`src/accel_pkg.sv`:
```
package accel_pkg;

    // ==============================
    // Lane and address widths
    // ==============================

    // One signed lane of a port word
    localparam int LANE_W = 8;

    // Off-chip word address
    localparam int MEM_ADDR_W = 32;

    // Word count field of a transfer request
    localparam int XFER_CNT_W = 16;

    // ==============================
    // Port command word
    // ==============================

    // Encoded in bit 0 of the command word
    typedef enum logic {
        DIR_LOAD  = 1'b0,
        DIR_STORE = 1'b1
    } dir_e;

    // Sits in the low 33 bits of the port word, upper bits zero
    typedef struct packed {
        logic [MEM_ADDR_W-1:0] addr;
        dir_e                  dir;
    } cmd_t;

    // One transfer request from the sequencer to the port engine
    typedef struct packed {
        dir_e                  dir;
        logic [MEM_ADDR_W-1:0] addr;
        logic [XFER_CNT_W-1:0] cnt;
    } xfer_req_t;

endpackage

```
`src/word_buf.sv`:
```
`timescale 1ns/1ps

module word_buf #(
    parameter int PORT_WIDTH = 128,
    parameter int BUF_DEPTH  = 16
) (
    input  logic                         clk,
    input  logic                         wr_en,
    input  logic [$clog2(BUF_DEPTH)-1:0] wr_idx,
    input  logic [PORT_WIDTH-1:0]        wr_dat,
    input  logic                         rd_en,
    input  logic [$clog2(BUF_DEPTH)-1:0] rd_idx,
    output logic [PORT_WIDTH-1:0]        rd_dat
);

    // Block storage, one word per entry
    logic [PORT_WIDTH-1:0] mem [BUF_DEPTH];

    // Write port
    always_ff @(posedge clk) begin
        if (wr_en) begin
            mem[wr_idx] <= wr_dat;
        end
    end

    // Registered read, data one cycle after rd_en
    // Holds the last word while no read is issued
    always_ff @(posedge clk) begin
        if (rd_en) begin
            rd_dat <= mem[rd_idx];
        end
    end

endmodule

```
`src/relu_unit.sv`:
```
`timescale 1ns/1ps

module relu_unit #(
    parameter int PORT_WIDTH = 128,
    parameter int IDX_W      = 4
) (
    input  logic                  clk,
    input  logic                  rst_n,
    input  logic                  in_vld,
    input  logic [IDX_W-1:0]      in_idx,
    input  logic [PORT_WIDTH-1:0] in_dat,
    output logic                  out_vld,
    output logic [IDX_W-1:0]      out_idx,
    output logic [PORT_WIDTH-1:0] out_dat
);
    import accel_pkg::*;

    localparam int LANES = PORT_WIDTH / LANE_W;

    // Stage 1 registers
    logic                  s1_vld;
    logic [IDX_W-1:0]      s1_idx;
    logic [PORT_WIDTH-1:0] s1_dat;
    logic [LANES-1:0]      s1_neg;

    // ==============================
    // Valid pipe
    // ==============================
    always_ff @(posedge clk or negedge rst_n) begin
        if (!rst_n) begin
            s1_vld  <= 1'b0;
            out_vld <= 1'b0;
        end else begin
            s1_vld  <= in_vld;
            out_vld <= s1_vld;
        end
    end

    // Stage 1: capture word, flag lanes with sign bit set
    always_ff @(posedge clk) begin
        s1_idx <= in_idx;
        s1_dat <= in_dat;
        for (int i = 0; i < LANES; i++) begin
            s1_neg[i] <= in_dat[i*LANE_W + LANE_W - 1];
        end
    end

    // Stage 2: zero flagged lanes
    // Index rides along for the write-back
    always_ff @(posedge clk) begin
        out_idx <= s1_idx;
        for (int i = 0; i < LANES; i++) begin
            out_dat[i*LANE_W +: LANE_W] <= s1_neg[i] ? '0 : s1_dat[i*LANE_W +: LANE_W];
        end
    end

endmodule

```
`src/port_ctrl.sv`:
```
`timescale 1ns/1ps

module port_ctrl #(
    parameter int PORT_WIDTH = 128,
    parameter int BUF_DEPTH  = 16
) (
    input  logic                         clk,
    input  logic                         rst_n,
    input  logic                         xfer_req,
    input  accel_pkg::xfer_req_t         xfer_cfg,
    input  logic [PORT_WIDTH-1:0]        mem_dat,
    input  logic                         mem_vld,
    input  logic                         mem_rdy,
    input  logic [PORT_WIDTH-1:0]        buf_rdata,
    output logic                         xfer_done,
    output logic                         dat_oe,
    output logic                         cmd_vld,
    output logic [PORT_WIDTH-1:0]        chip_dat,
    output logic                         chip_vld,
    output logic                         chip_rdy,
    output logic                         ld_wr_en,
    output logic [$clog2(BUF_DEPTH)-1:0] ld_wr_idx,
    output logic [PORT_WIDTH-1:0]        ld_wr_dat,
    output logic                         st_rd_en,
    output logic [$clog2(BUF_DEPTH)-1:0] st_rd_idx
);
    import accel_pkg::*;

    localparam int IDX_W = $clog2(BUF_DEPTH);

    typedef enum logic [2:0] {
        S_IDLE,
        S_OPEN,
        S_CMD,
        S_LOAD,
        S_STORE,
        S_CLOSE
    } state_e;

    state_e                state;
    xfer_req_t             cfg;
    cmd_t                  cmd;

    // Word counters
    logic [XFER_CNT_W-1:0] moved;
    logic [XFER_CNT_W-1:0] rd_ptr;
    logic                  beat;
    logic                  last;

    // Store prefetch: output word, skid word, read in flight
    logic                  o_vld;
    logic [PORT_WIDTH-1:0] o_dat;
    logic                  s_vld;
    logic [PORT_WIDTH-1:0] s_dat;
    logic                  rd_pend;
    logic [1:0]            occ;
    logic                  pop;
    logic                  st_act;

    // ==============================
    // Transaction FSM
    // ==============================
    always_ff @(posedge clk or negedge rst_n) begin
        if (!rst_n) begin
            state <= S_IDLE;
        end else begin
            case (state)
                S_IDLE: begin
                    if (xfer_req) begin
                        state <= S_OPEN;
                    end
                end
                // Opening pulse, memory leaves idle
                S_OPEN: state <= S_CMD;
                // Command word held until accepted
                S_CMD: begin
                    if (mem_rdy) begin
                        if (cfg.dir == DIR_STORE) begin
                            state <= S_STORE;
                        end else begin
                            state <= S_LOAD;
                        end
                    end
                end
                S_LOAD, S_STORE: begin
                    if (last) begin
                        state <= S_CLOSE;
                    end
                end
                // Closing pulse, memory back to idle
                S_CLOSE: state <= S_IDLE;
                default: state <= S_IDLE;
            endcase
        end
    end

    // ==============================
    // Counting and prefetch control
    // ==============================
    assign pop  = (state == S_STORE) && o_vld && mem_rdy;
    assign beat = ((state == S_LOAD) && mem_vld) || pop;
    assign last = beat && ((moved + 1'b1) == cfg.cnt);

    // Words held or on their way, at most two
    assign occ    = {1'b0, o_vld} + {1'b0, s_vld} + {1'b0, rd_pend};
    assign st_act = ((state == S_CMD) && (cfg.dir == DIR_STORE)) || (state == S_STORE);

    // Prefetch starts while the command word waits
    assign st_rd_en  = st_act && (rd_ptr != cfg.cnt) && ((occ - {1'b0, pop}) < 2'd2);
    assign st_rd_idx = rd_ptr[IDX_W-1:0];

    always_ff @(posedge clk or negedge rst_n) begin
        if (!rst_n) begin
            moved   <= '0;
            rd_ptr  <= '0;
            rd_pend <= 1'b0;
            o_vld   <= 1'b0;
            s_vld   <= 1'b0;
        end else begin
            if (state == S_OPEN) begin
                moved  <= '0;
                rd_ptr <= '0;
            end else begin
                if (beat) begin
                    moved <= moved + 1'b1;
                end
                if (st_rd_en) begin
                    rd_ptr <= rd_ptr + 1'b1;
                end
            end
            rd_pend <= st_rd_en;
            // Skid drains first, keeps word order
            if (pop || !o_vld) begin
                o_vld <= s_vld | rd_pend;
                s_vld <= 1'b0;
            end else if (rd_pend) begin
                s_vld <= 1'b1;
            end
        end
    end

    // Payload registers
    always_ff @(posedge clk) begin
        if ((state == S_IDLE) && xfer_req) begin
            cfg <= xfer_cfg;
        end
        if (pop || !o_vld) begin
            o_dat <= s_vld ? s_dat : buf_rdata;
        end else if (rd_pend) begin
            s_dat <= buf_rdata;
        end
    end

    // ==============================
    // Port outputs
    // ==============================
    assign cmd = '{addr: cfg.addr, dir: cfg.dir};

    always_comb begin
        dat_oe   = 1'b0;
        chip_vld = 1'b0;
        chip_dat = o_dat;
        case (state)
            S_CMD: begin
                dat_oe   = 1'b1;
                chip_vld = 1'b1;
                chip_dat = PORT_WIDTH'(cmd);
            end
            S_STORE: begin
                dat_oe   = 1'b1;
                chip_vld = o_vld;
            end
            // Store keeps ownership through the close
            S_CLOSE: dat_oe = (cfg.dir == DIR_STORE);
            default: dat_oe = 1'b0;
        endcase
    end

    assign cmd_vld   = (state == S_OPEN) || (state == S_CLOSE);
    assign xfer_done = (state == S_CLOSE);
    assign chip_rdy  = (state == S_LOAD);

    // Load words go straight into the buffer
    assign ld_wr_en  = (state == S_LOAD) && mem_vld;
    assign ld_wr_idx = moved[IDX_W-1:0];
    assign ld_wr_dat = mem_dat;

endmodule

```
`src/net_seq.sv`:
```
`timescale 1ns/1ps

module net_seq #(
    parameter int PORT_WIDTH = 128,
    parameter int BUF_DEPTH  = 16
) (
    input  logic                            clk,
    input  logic                            rst_n,
    input  logic                            start,
    input  logic [accel_pkg::MEM_ADDR_W-1:0] src_addr,
    input  logic [accel_pkg::MEM_ADDR_W-1:0] dst_addr,
    input  logic [$clog2(BUF_DEPTH+1)-1:0]  word_cnt,
    input  logic                            xfer_done,
    input  logic [PORT_WIDTH-1:0]           buf_rdata,
    input  logic                            relu_vld,
    input  logic [$clog2(BUF_DEPTH)-1:0]    relu_idx,
    input  logic [PORT_WIDTH-1:0]           relu_dat,
    output logic                            xfer_req,
    output accel_pkg::xfer_req_t            xfer_cfg,
    output logic                            cmp_rd_en,
    output logic [$clog2(BUF_DEPTH)-1:0]    cmp_rd_idx,
    output logic                            cmp_vld,
    output logic [$clog2(BUF_DEPTH)-1:0]    cmp_idx,
    output logic [PORT_WIDTH-1:0]           cmp_dat,
    output logic                            cmp_wr_en,
    output logic [$clog2(BUF_DEPTH)-1:0]    cmp_wr_idx,
    output logic [PORT_WIDTH-1:0]           cmp_wr_dat,
    output logic                            busy,
    output logic                            net_fnh
);
    import accel_pkg::*;

    localparam int IDX_W = $clog2(BUF_DEPTH);
    localparam int CNT_W = $clog2(BUF_DEPTH+1);

    typedef enum logic [2:0] {
        N_IDLE,
        N_LOAD,
        N_COMP,
        N_STORE,
        N_FNH
    } state_e;

    state_e                state;
    logic [CNT_W-1:0]      cnt_q;
    logic [MEM_ADDR_W-1:0] dst_q;
    // Compute cycle, one spare bit for the drain
    logic [CNT_W:0]        step;
    logic                  go;
    logic                  comp_end;

    // Start only counts when idle or finished
    assign go       = start && ((state == N_IDLE) || (state == N_FNH));
    // Last read plus three cycles of pipeline
    assign comp_end = (state == N_COMP) && (step == ({1'b0, cnt_q} + 2'd2));

    // ==============================
    // Phase FSM
    // ==============================
    always_ff @(posedge clk or negedge rst_n) begin
        if (!rst_n) begin
            state    <= N_IDLE;
            xfer_req <= 1'b0;
            busy     <= 1'b0;
            net_fnh  <= 1'b0;
            step     <= '0;
            cmp_vld  <= 1'b0;
        end else begin
            xfer_req <= 1'b0;
            // Buffer data lands one cycle after the read
            cmp_vld  <= cmp_rd_en;
            case (state)
                N_IDLE, N_FNH: begin
                    if (go) begin
                        state    <= N_LOAD;
                        xfer_req <= 1'b1;
                        busy     <= 1'b1;
                        net_fnh  <= 1'b0;
                    end
                end
                N_LOAD: begin
                    if (xfer_done) begin
                        state <= N_COMP;
                        step  <= '0;
                    end
                end
                N_COMP: begin
                    step <= step + 1'b1;
                    if (comp_end) begin
                        state    <= N_STORE;
                        xfer_req <= 1'b1;
                    end
                end
                N_STORE: begin
                    if (xfer_done) begin
                        state   <= N_FNH;
                        busy    <= 1'b0;
                        net_fnh <= 1'b1;
                    end
                end
                default: state <= N_IDLE;
            endcase
        end
    end

    // Run settings and transfer requests
    always_ff @(posedge clk) begin
        cmp_idx <= cmp_rd_idx;
        if (go) begin
            cnt_q    <= word_cnt;
            dst_q    <= dst_addr;
            xfer_cfg <= '{dir: DIR_LOAD, addr: src_addr, cnt: XFER_CNT_W'(word_cnt)};
        end else if (comp_end) begin
            xfer_cfg <= '{dir: DIR_STORE, addr: dst_q, cnt: XFER_CNT_W'(cnt_q)};
        end
    end

    // ==============================
    // Compute datapath hookup
    // ==============================

    // One read per cycle for the first cnt_q steps
    assign cmp_rd_en  = (state == N_COMP) && (step < {1'b0, cnt_q});
    assign cmp_rd_idx = step[IDX_W-1:0];
    assign cmp_dat    = buf_rdata;

    // ReLU results back to the same entry
    assign cmp_wr_en  = relu_vld && (state == N_COMP);
    assign cmp_wr_idx = relu_idx;
    assign cmp_wr_dat = relu_dat;

endmodule

```
`src/accel_top.sv`:
```
`timescale 1ns/1ps

module accel_top #(
    parameter int PORT_WIDTH = 128,
    parameter int BUF_DEPTH  = 16
) (
    input  logic                            clk,
    input  logic                            rst_n,
    input  logic                            start,
    input  logic [accel_pkg::MEM_ADDR_W-1:0] src_addr,
    input  logic [accel_pkg::MEM_ADDR_W-1:0] dst_addr,
    input  logic [$clog2(BUF_DEPTH+1)-1:0]  word_cnt,
    input  logic [PORT_WIDTH-1:0]           mem_dat,
    input  logic                            mem_vld,
    input  logic                            mem_rdy,
    output logic                            dat_oe,
    output logic                            cmd_vld,
    output logic [PORT_WIDTH-1:0]           chip_dat,
    output logic                            chip_vld,
    output logic                            chip_rdy,
    output logic                            net_fnh,
    output logic                            busy
);
    import accel_pkg::*;

    localparam int IDX_W = $clog2(BUF_DEPTH);

    // Sequencer to port engine
    logic                  xfer_req;
    xfer_req_t             xfer_cfg;
    logic                  xfer_done;

    // Port engine side of the buffer
    logic                  ld_wr_en;
    logic [IDX_W-1:0]      ld_wr_idx;
    logic [PORT_WIDTH-1:0] ld_wr_dat;
    logic                  st_rd_en;
    logic [IDX_W-1:0]      st_rd_idx;

    // Compute side of the buffer
    logic                  cmp_rd_en;
    logic [IDX_W-1:0]      cmp_rd_idx;
    logic                  cmp_vld;
    logic [IDX_W-1:0]      cmp_idx;
    logic [PORT_WIDTH-1:0] cmp_dat;
    logic                  cmp_wr_en;
    logic [IDX_W-1:0]      cmp_wr_idx;
    logic [PORT_WIDTH-1:0] cmp_wr_dat;
    logic                  relu_vld;
    logic [IDX_W-1:0]      relu_idx;
    logic [PORT_WIDTH-1:0] relu_dat;

    // Buffer ports after the owner select
    logic                  buf_wr_en;
    logic [IDX_W-1:0]      buf_wr_idx;
    logic [PORT_WIDTH-1:0] buf_wr_dat;
    logic                  buf_rd_en;
    logic [IDX_W-1:0]      buf_rd_idx;
    logic [PORT_WIDTH-1:0] buf_rdata;

    // ==============================
    // Buffer owner select
    // ==============================
    // Phases never overlap, the active enable picks the source
    assign buf_wr_en  = ld_wr_en | cmp_wr_en;
    assign buf_wr_idx = cmp_wr_en ? cmp_wr_idx : ld_wr_idx;
    assign buf_wr_dat = cmp_wr_en ? cmp_wr_dat : ld_wr_dat;
    assign buf_rd_en  = st_rd_en | cmp_rd_en;
    assign buf_rd_idx = cmp_rd_en ? cmp_rd_idx : st_rd_idx;

    net_seq #(
        .PORT_WIDTH (PORT_WIDTH),
        .BUF_DEPTH  (BUF_DEPTH)
    ) u_net_seq (
        .clk        (clk),
        .rst_n      (rst_n),
        .start      (start),
        .src_addr   (src_addr),
        .dst_addr   (dst_addr),
        .word_cnt   (word_cnt),
        .xfer_done  (xfer_done),
        .buf_rdata  (buf_rdata),
        .relu_vld   (relu_vld),
        .relu_idx   (relu_idx),
        .relu_dat   (relu_dat),
        .xfer_req   (xfer_req),
        .xfer_cfg   (xfer_cfg),
        .cmp_rd_en  (cmp_rd_en),
        .cmp_rd_idx (cmp_rd_idx),
        .cmp_vld    (cmp_vld),
        .cmp_idx    (cmp_idx),
        .cmp_dat    (cmp_dat),
        .cmp_wr_en  (cmp_wr_en),
        .cmp_wr_idx (cmp_wr_idx),
        .cmp_wr_dat (cmp_wr_dat),
        .busy       (busy),
        .net_fnh    (net_fnh)
    );

    port_ctrl #(
        .PORT_WIDTH (PORT_WIDTH),
        .BUF_DEPTH  (BUF_DEPTH)
    ) u_port_ctrl (
        .clk        (clk),
        .rst_n      (rst_n),
        .xfer_req   (xfer_req),
        .xfer_cfg   (xfer_cfg),
        .mem_dat    (mem_dat),
        .mem_vld    (mem_vld),
        .mem_rdy    (mem_rdy),
        .buf_rdata  (buf_rdata),
        .xfer_done  (xfer_done),
        .dat_oe     (dat_oe),
        .cmd_vld    (cmd_vld),
        .chip_dat   (chip_dat),
        .chip_vld   (chip_vld),
        .chip_rdy   (chip_rdy),
        .ld_wr_en   (ld_wr_en),
        .ld_wr_idx  (ld_wr_idx),
        .ld_wr_dat  (ld_wr_dat),
        .st_rd_en   (st_rd_en),
        .st_rd_idx  (st_rd_idx)
    );

    word_buf #(
        .PORT_WIDTH (PORT_WIDTH),
        .BUF_DEPTH  (BUF_DEPTH)
    ) u_word_buf (
        .clk        (clk),
        .wr_en      (buf_wr_en),
        .wr_idx     (buf_wr_idx),
        .wr_dat     (buf_wr_dat),
        .rd_en      (buf_rd_en),
        .rd_idx     (buf_rd_idx),
        .rd_dat     (buf_rdata)
    );

    relu_unit #(
        .PORT_WIDTH (PORT_WIDTH),
        .IDX_W      (IDX_W)
    ) u_relu_unit (
        .clk        (clk),
        .rst_n      (rst_n),
        .in_vld     (cmp_vld),
        .in_idx     (cmp_idx),
        .in_dat     (cmp_dat),
        .out_vld    (relu_vld),
        .out_idx    (relu_idx),
        .out_dat    (relu_dat)
    );

endmodule

```
`config.mk`:
```
export PLATFORM = sky130hd
export DESIGN_NAME = accel_top
export DESIGN_NICKNAME = d
export VERILOG_FILES = /design/src/accel_pkg.sv /design/src/word_buf.sv /design/src/relu_unit.sv /design/src/port_ctrl.sv /design/src/net_seq.sv /design/src/accel_top.sv
export SDC_FILE = /design/constraint.sdc
export NUM_CORES = 2
export LEC_CHECK = 0
export ABC_AREA = 1
export BUFFER_PORTS_ARGS = -buffer_cell sky130_fd_sc_hd__buf_2
export CAP_MARGIN = 15
export CELL_PAD_IN_SITES_DETAIL_PLACEMENT = 0
export CELL_PAD_IN_SITES_GLOBAL_PLACEMENT = 1
export CORE_ASPECT_RATIO = 1.4
export CORE_MARGIN = 2
export CORE_UTILIZATION = 46
export CTS_BUF_LIST = sky130_fd_sc_hd__clkbuf_8
export CTS_CLUSTER_SIZE = 24
export DETAILED_ROUTE_END_ITERATION = 6
export GPL_ROUTABILITY_DRIVEN = 0
export PLACE_DENSITY_LB_ADDON = 0.15
export SLEW_MARGIN = 20
export SYNTH_ARGS = -nofsm -noshare
export SYNTH_HDL_FRONTEND = slang
export SYNTH_SLANG_ARGS = --single-unit
```
`constraint.sdc`:
```
create_clock -name clk -period 14.65 [get_ports clk]
set_clock_uncertainty 0.15 [all_clocks]
set_input_delay 2.1975 -clock clk [delete_from_list [all_inputs] [get_ports clk]]
set_output_delay 2.1975 -clock clk [all_outputs]
set_load 0.05 [all_outputs]
```
Word-level counts from Yosys, hierarchy flattened
Memories as Yosys holds them, arrays and structs flattened. A register that Yosys moved wholly into a read port is not among the register bits.
Cells that the tools add are included.
{ "op_classes": {"addsub": 7, "n_lt_le_gt_ge": 2, "eq_ne": 19, "muxes": 38, "bitwise": 4, "reduce_logical": 34} }
{ "op_table": {"columns": ["op", "n"], "rows": [
  ["2-to-1 mux 128 bit", 3],
  ["2-to-1 mux 48 bit", 2],
  ["2-to-1 mux 16 bit", 4],
  ["adder 16 x 1 -> 16 bit, second input constant", 2],
  ["2-to-1 mux 3 bit", 8],
  ["case mux 3 bit (4 select lines)", 2],
  ["== test 16 x 5 -> 1 bit", 1],
  ["inequality test 16 x 5 -> 1 bit", 1],
  ["== test 3 x 2 -> 1 bit, second input constant", 4],
  ["logical AND 1 bit", 12],
  ["case mux 6 bit (2 select lines)", 1],
  ["nonzero test 2 bit", 6],
  ["2-to-1 mux 1 bit", 10],
  ["inequality test 2 x 1 -> 1 bit, second input constant", 5],
  ["case mux 1 bit (2 select lines)", 5],
  ["== test 3 bit, second input constant", 3],
  ["2-to-1 mux 4 bit", 2],
  ["adder 5 x 2 -> 6 bit, second input constant", 1],
  ["adder 6 x 1 -> 6 bit, second input constant", 1],
  ["== test 3 x 1 -> 1 bit, second input constant", 2],
  ["== test 6 bit", 1],
  ["zero test 3 bit", 2],
  ["< comparator 6 x 5 -> 1 bit", 1],
  ["2-to-1 mux 6 bit", 1],
  ["13 further kinds", 24]
]} }
{ "totals": {"regBits": 706, "ramBits": 2048, "inputBits": 202, "out_inout_bits": 134, "elab_cells": 150, "memories": 1} }
{ "memory_table": {"columns": ["memory", "words", "width", "rd", "rd_clocked_by_memory_dff", "write_ports", "line", "rtl"], "rows": [
  ["u_word_buf.mem", 16, 128, 1, 1, 1, "word_buf.sv:17", "logic [PORT_WIDTH-1:0] mem [BUF_DEPTH];"]
]} }

Logic depth before layout (Yosys ltp)
{ "logic_depth": {"word_depth": 8, "depth_mapped": 17, "ltp_nobuf": 15} }

By module
Synthesis repeated with hierarchy kept, for this count alone.
{ "unflattened": {"hier_cells": 10880, "area_unflattened_um2": 118321.0} }
{ "by_module_without_submodules": {"columns": ["module", "n_inst", "cells_per_inst", "area_per_inst_um2", "seq_area_each_um2"], "rows": [
  ["word_buf", 1, 7786, 88899.0, 65342.7],
  ["port_ctrl", 1, 1576, 15758.9, 10109.7],
  ["relu_unit", 1, 491, 6179.7, 5335.1],
  ["net_seq", 1, 586, 5723.0, 2647.5],
  ["accel_top", 1, 441, 1760.4, 0.0]
]} }

Least setup slack after synthesis
No wires, ideal clock.
{ "synth_timing": {"path_kind": "in2reg", "startpoint": "input mem_rdy", "endpoint": "register u_port_ctrl.s_dat[0], enable pin", "setup_time_ns": 1.191, "arrival_ns": 10.426, "required_ns": 13.309, "path_slack_ns": 2.883, "stages": 3, "path_buffers": 0, "cell_sequence": "nand4_1 > nand2_1 > nor2_1"} }
{ "synth_via": {"elab_chain_len": 4} }
{ "synth_lines": {"columns": ["element", "line", "rtl"], "rows": [
  ["start: declaration", "accel_top.sv:15", "input logic mem_rdy,"],
  ["logical AND 1 bit", "port_ctrl.sv:100", "assign pop = (state == S_STORE) && o_vld && mem_rdy;"],
  ["logical OR 1 bit", "port_ctrl.sv:147", "if (pop || !o_vld) begin"],
  ["inverter 1 bit (no line)", null, null],
  ["AND reduction 2 bit (no line)", null, null],
  ["end signal: assignment", "port_ctrl.sv:150", "s_dat <= buf_rdata;"],
  ["end: declaration", "port_ctrl.sv:54", "logic [PORT_WIDTH-1:0] s_dat;"]
]} }
No other way between the ends.
A chain may end at the register's enable or synchronous reset.

Worst setup path in the final report
{ "layout_timing": {"startpoint": "register u_port_ctrl.state[2]", "endpoint": "output chip_dat[87]"} }
{ "layout_via": {"elab_chain_len": 2} }
{ "layout_lines": {"columns": ["element", "line", "rtl"], "rows": [
  ["start: declaration", "port_ctrl.sv:40", "state_e state;"],
  ["start signal: assignment", "port_ctrl.sv:65", "state <= S_IDLE;"],
  ["start signal: assignment", "port_ctrl.sv:70", "state <= S_OPEN;"],
  ["start signal: assignment", "port_ctrl.sv:74", "S_OPEN: state <= S_CMD;"],
  ["== test 3 x 2 -> 1 bit", "port_ctrl.sv:163", "case (state)"],
  ["2-to-1 mux 128 bit", "port_ctrl.sv:163", null],
  ["end: declaration", "accel_top.sv:18", "output logic [PORT_WIDTH-1:0] chip_dat,"]
]} }
No other way between the ends.

==> out/qor.log <==
INFO  status         run_status=finished clean
INFO  logic_synthesis synth_edf_count=2544
INFO  critical_path  cp-end-kind=primary output
INFO  critical_path  critical_path_class=flop to primary output
INFO  global_route   globalRouteOverflowTotal=0
INFO  global_route   grt_util_all_layers=23.4%
INFO  placement      place.detailed.hpwl=161mm
INFO  logic_synthesis synth.lib_cells_used.distinct=34
INFO  floorplan      rows=219
INFO  logic_synthesis synth_flop_cell=edfxtp_1
INFO  timing         worst_pin_slew=1.16ns
INFO  clocking       numCtsBuffers=440
INFO  routing        antenna_left=0
INFO  timing         rsz0062_at_grt=false
INFO  logic_synthesis netlist_top_cells_area=edfxtp_1 65%, nand2_1 10%, nand3_1 7.4%
INFO  routing        drt-wirelength-per-cell=20.4um
INFO  critical_path  arrival=3.91ns
INFO  finish         fin_nets=11518
INFO  critical_path  critical_path_peak_fanout=65
INFO  global_route   grt_start_max_net_pins=195
INFO  clocking       clock_sink_count=2866
INFO  logic_synthesis yosysWarnings=0
INFO  floorplan      start_util=46.2%
INFO  timing         min_period_over_period=42.7%
INFO  logic_synthesis async_reset_ff_share=1.85%
INFO  floorplan      fp.coreArea=254000um2
INFO  routing        totalWireLength=306mm
INFO  clocking       clk_pin_slew_worst_paths=0.06ns
INFO  finish         final_util=51.5%
INFO  timing         finalSetupTns=0ns
INFO  routing        num_vias=75073
INFO  floorplan      chipWidth=431um
INFO  clocking       ctsLongestPathBuffers=4
INFO  finish         final_layout_size_suffix_gt1_share=10.3%
INFO  routing        drt_first_iter_violations=5282
INFO  placement      buffer_ports.inserted=335
INFO  clocking       clock_latency_on_the_worst_skew_pair=1.03ns
INFO  global_route   first_global_vias=74546
INFO  timing         final_period_demand_of_the_worst_path=6.25ns
INFO  timing         timing.final.max_slew_violations=0
INFO  clocking       cts_resized=0
INFO  finish         fillerInstances=22448
INFO  routing        drt-pass1-iter-count=6
INFO  logic_synthesis post-synth-top-count-cell=nand2_1
INFO  min_path       min_path_type=flop to flop
INFO  logic_synthesis most_common_library_cells_after_synthesis=3260 x nand2_1, 2544 x edfxtp_1, 2094 x inv_1, 1738 x nand3_1, 294 x buf_2
INFO  routing        remaining_drc_errors=0
INFO  power          power.static_leakage=56.6nW
INFO  timing         setup_viol_count_final=0
INFO  clocking       root_buffer=clkbuf_8
INFO  critical_path  cp.required=12.30ns
INFO  clocking       cts-htree-levels=5
INFO  power          design_power=25.5mW
INFO  logic_synthesis synth.ff_latch_count=2866
INFO  logic_synthesis synthDominantAreaCellType=edfxtp_1
INFO  flow_run       max-cap-violations=0
INFO  global_route   global_route_wire_length_before_repair=458mm
INFO  logic_synthesis netlist_area=117000um2
INFO  critical_path  timing.critical_path.from_type=flop
INFO  floorplan      die-area=259000um2
INFO  timing         maxClockFrequency=160MHz
INFO  routing        avgViaCountPerCell=5.00
INFO  floorplan      die_h=601um
INFO  clocking       quantity_of_hold_fixing_buffers_added_after_cts=0
INFO  power          pwr_density_cell=195nW/um2
INFO  logic_synthesis netlist_instances=10888
INFO  power          peakVddDrop=0.248mV
INFO  timing         maxSlewHeadroom=23.0%
INFO  clocking       cts_setup_buffers=0
INFO  timing         timing.final.hold_violations=0
INFO  clocking       tritoncts=yes
INFO  global_route   grt_antenna_before_repair=8
INFO  logic_synthesis synth-seq-area-share=70.9%
INFO  logic_synthesis synth_area_per_cell=10.8um2
INFO  logic_synthesis post-synth-top-area-fraction=65.2%
INFO  floorplan      design.portCount=336
INFO  finish         layout-area-overhead-vs-synth=11.4%
==> routing by layer <==
metal	wire length [um]	vias up	track usage [%]	share of wire, %
li1	-	35891	-	-
met1	123000	36824	28.1	40
met2	160000	1799	43.1	52
met3	13000	559	2.97	4.2
met4	9250	0	7.47	3.0
met5	0	-	0	0
==> cell type report <==
cell class                 instances  area, um2  share of cell area (%)
timing repair buffer             460       2810                    2.15
sequential                      2866      83100                    63.6
inverter                        2098       7900                    6.05
multi-input combinational       5439      24200                    18.5
clock inverter                   307       1480                    1.13
antenna                            7       17.5                  0.0134
clock buffer                     509       7010                    5.36
tap                             3315       4150                    3.18
==> per-stage QoR <==
step | instances | instance area [um2] | hold slack, ns | setup slack (ns)
final | 15001 | 131000 | 0.177 | 8.40
after global routing | 15000 | 131000 | 0.183 | 8.00
after CTS | 14991 | 131000 | 0.177 | 8.13
after detailed placement | 14175 | 122000 | 0.162 | 7.86
after global placement | 14175 | 122000 | 0.160 | 7.83
after floorplan | 10903 | 117000 | 0.160 | 2.88
==> report_power, final <==
group / switching (mW) / internal (mW)
logic: 5.94 / 2.11
clock network: 3.11 / 3.28
registers: 0.541 / 10.5
==> worst paths after layout <==
path	start	to	slack [ns]	cells after the start
setup / recovery	u_port_ctrl.state[2]$_DFFE_PN0P_	chip_dat[87]	8.40	8
hold / removal	u_relu_unit.s1_idx[0]$_DFF_P_	u_relu_unit.out_idx[0]$_DFF_P_	0.18	0
setup reg to reg	u_net_seq.cnt_q[3]$_DFFE_PP_	u_word_buf.rd_dat[64]$_DFFE_PP_	8.58	16
hold reg to reg	u_relu_unit.s1_idx[0]$_DFF_P_	u_relu_unit.out_idx[0]$_DFF_P_	0.18	0
max in group asynchronous	rst_n	u_port_ctrl.s_vld$_DFFE_PN0P_	12.59	2
min in group asynchronous	rst_n	u_net_seq.step[0]$_DFFE_PN0P_	1.19	2
==> state kept, by name, summed over array words and instances, names as in the netlist, 3 cells and up <==
signal               flops
u_port_ctrl.state        3
u_port_ctrl.cfg         38
u_word_buf.mem        2048
u_net_seq.state          3
u_relu_unit.s1_dat     128
u_word_buf.rd_dat      128
u_relu_unit.out_dat    128
u_net_seq.step           6
u_net_seq.xfer_cfg      38
u_net_seq.cmp_idx        4
u_port_ctrl.moved       16
u_net_seq.cnt_q          5
u_net_seq.dst_q         32
u_port_ctrl.s_dat      128
u_relu_unit.s1_idx       4
u_port_ctrl.rd_ptr      16
u_port_ctrl.o_dat      128
u_relu_unit.out_idx      4
==> kinds of logic (layout without fill, tap and decap cells) <==
group / after synthesis / in the layout / share of synthesized area (%)
compound gates: 62 / 62 / 0.322
xor+xnor: 21 / 21 / 0.157
fa+ha+maj: 11 / 11 / 0.117
buf+inv: 2598 / 3374 / 8.72
flops: 2866 / 2866 / 70.9
mux: 128 / 128 / 1.23
other cells: 1 / 23 / 0.00320
simple gates: 5201 / 5201 / 18.6
==> placed cells by master, fill, tap and decap left out, types with 8 or more instances in the layout <==
cell        instances
nand3_1          1738
dfrtp_1            52
mux2_2            128
nor2_4             19
xor2_1             19
nand2_1          3255
buf_12             14
buf_4             109
clkbuf_8          509
nor2_1            162
a21oi_1            10
clkinv_2           50
nor3_1              8
conb_1             16
o22ai_1            15
ha_1               11
edfxtp_1         2544
buf_2             335
o21ai_0            25
clkinvlp_4          8
dfxtp_1           269
clkinv_1           57
inv_1            2271
==> critical path: stages, from the launching register on <==
cell     delay (ns)
dfrtp_1        0.51
nor3_4         0.08
buf_4          0.25
inv_6          0.44
buf_4          0.46
buf_4          0.51
nand2_1        0.12
inv_1          0.09
buf_2          0.26
No activity file was read; power rests on OpenSTA's default activity.
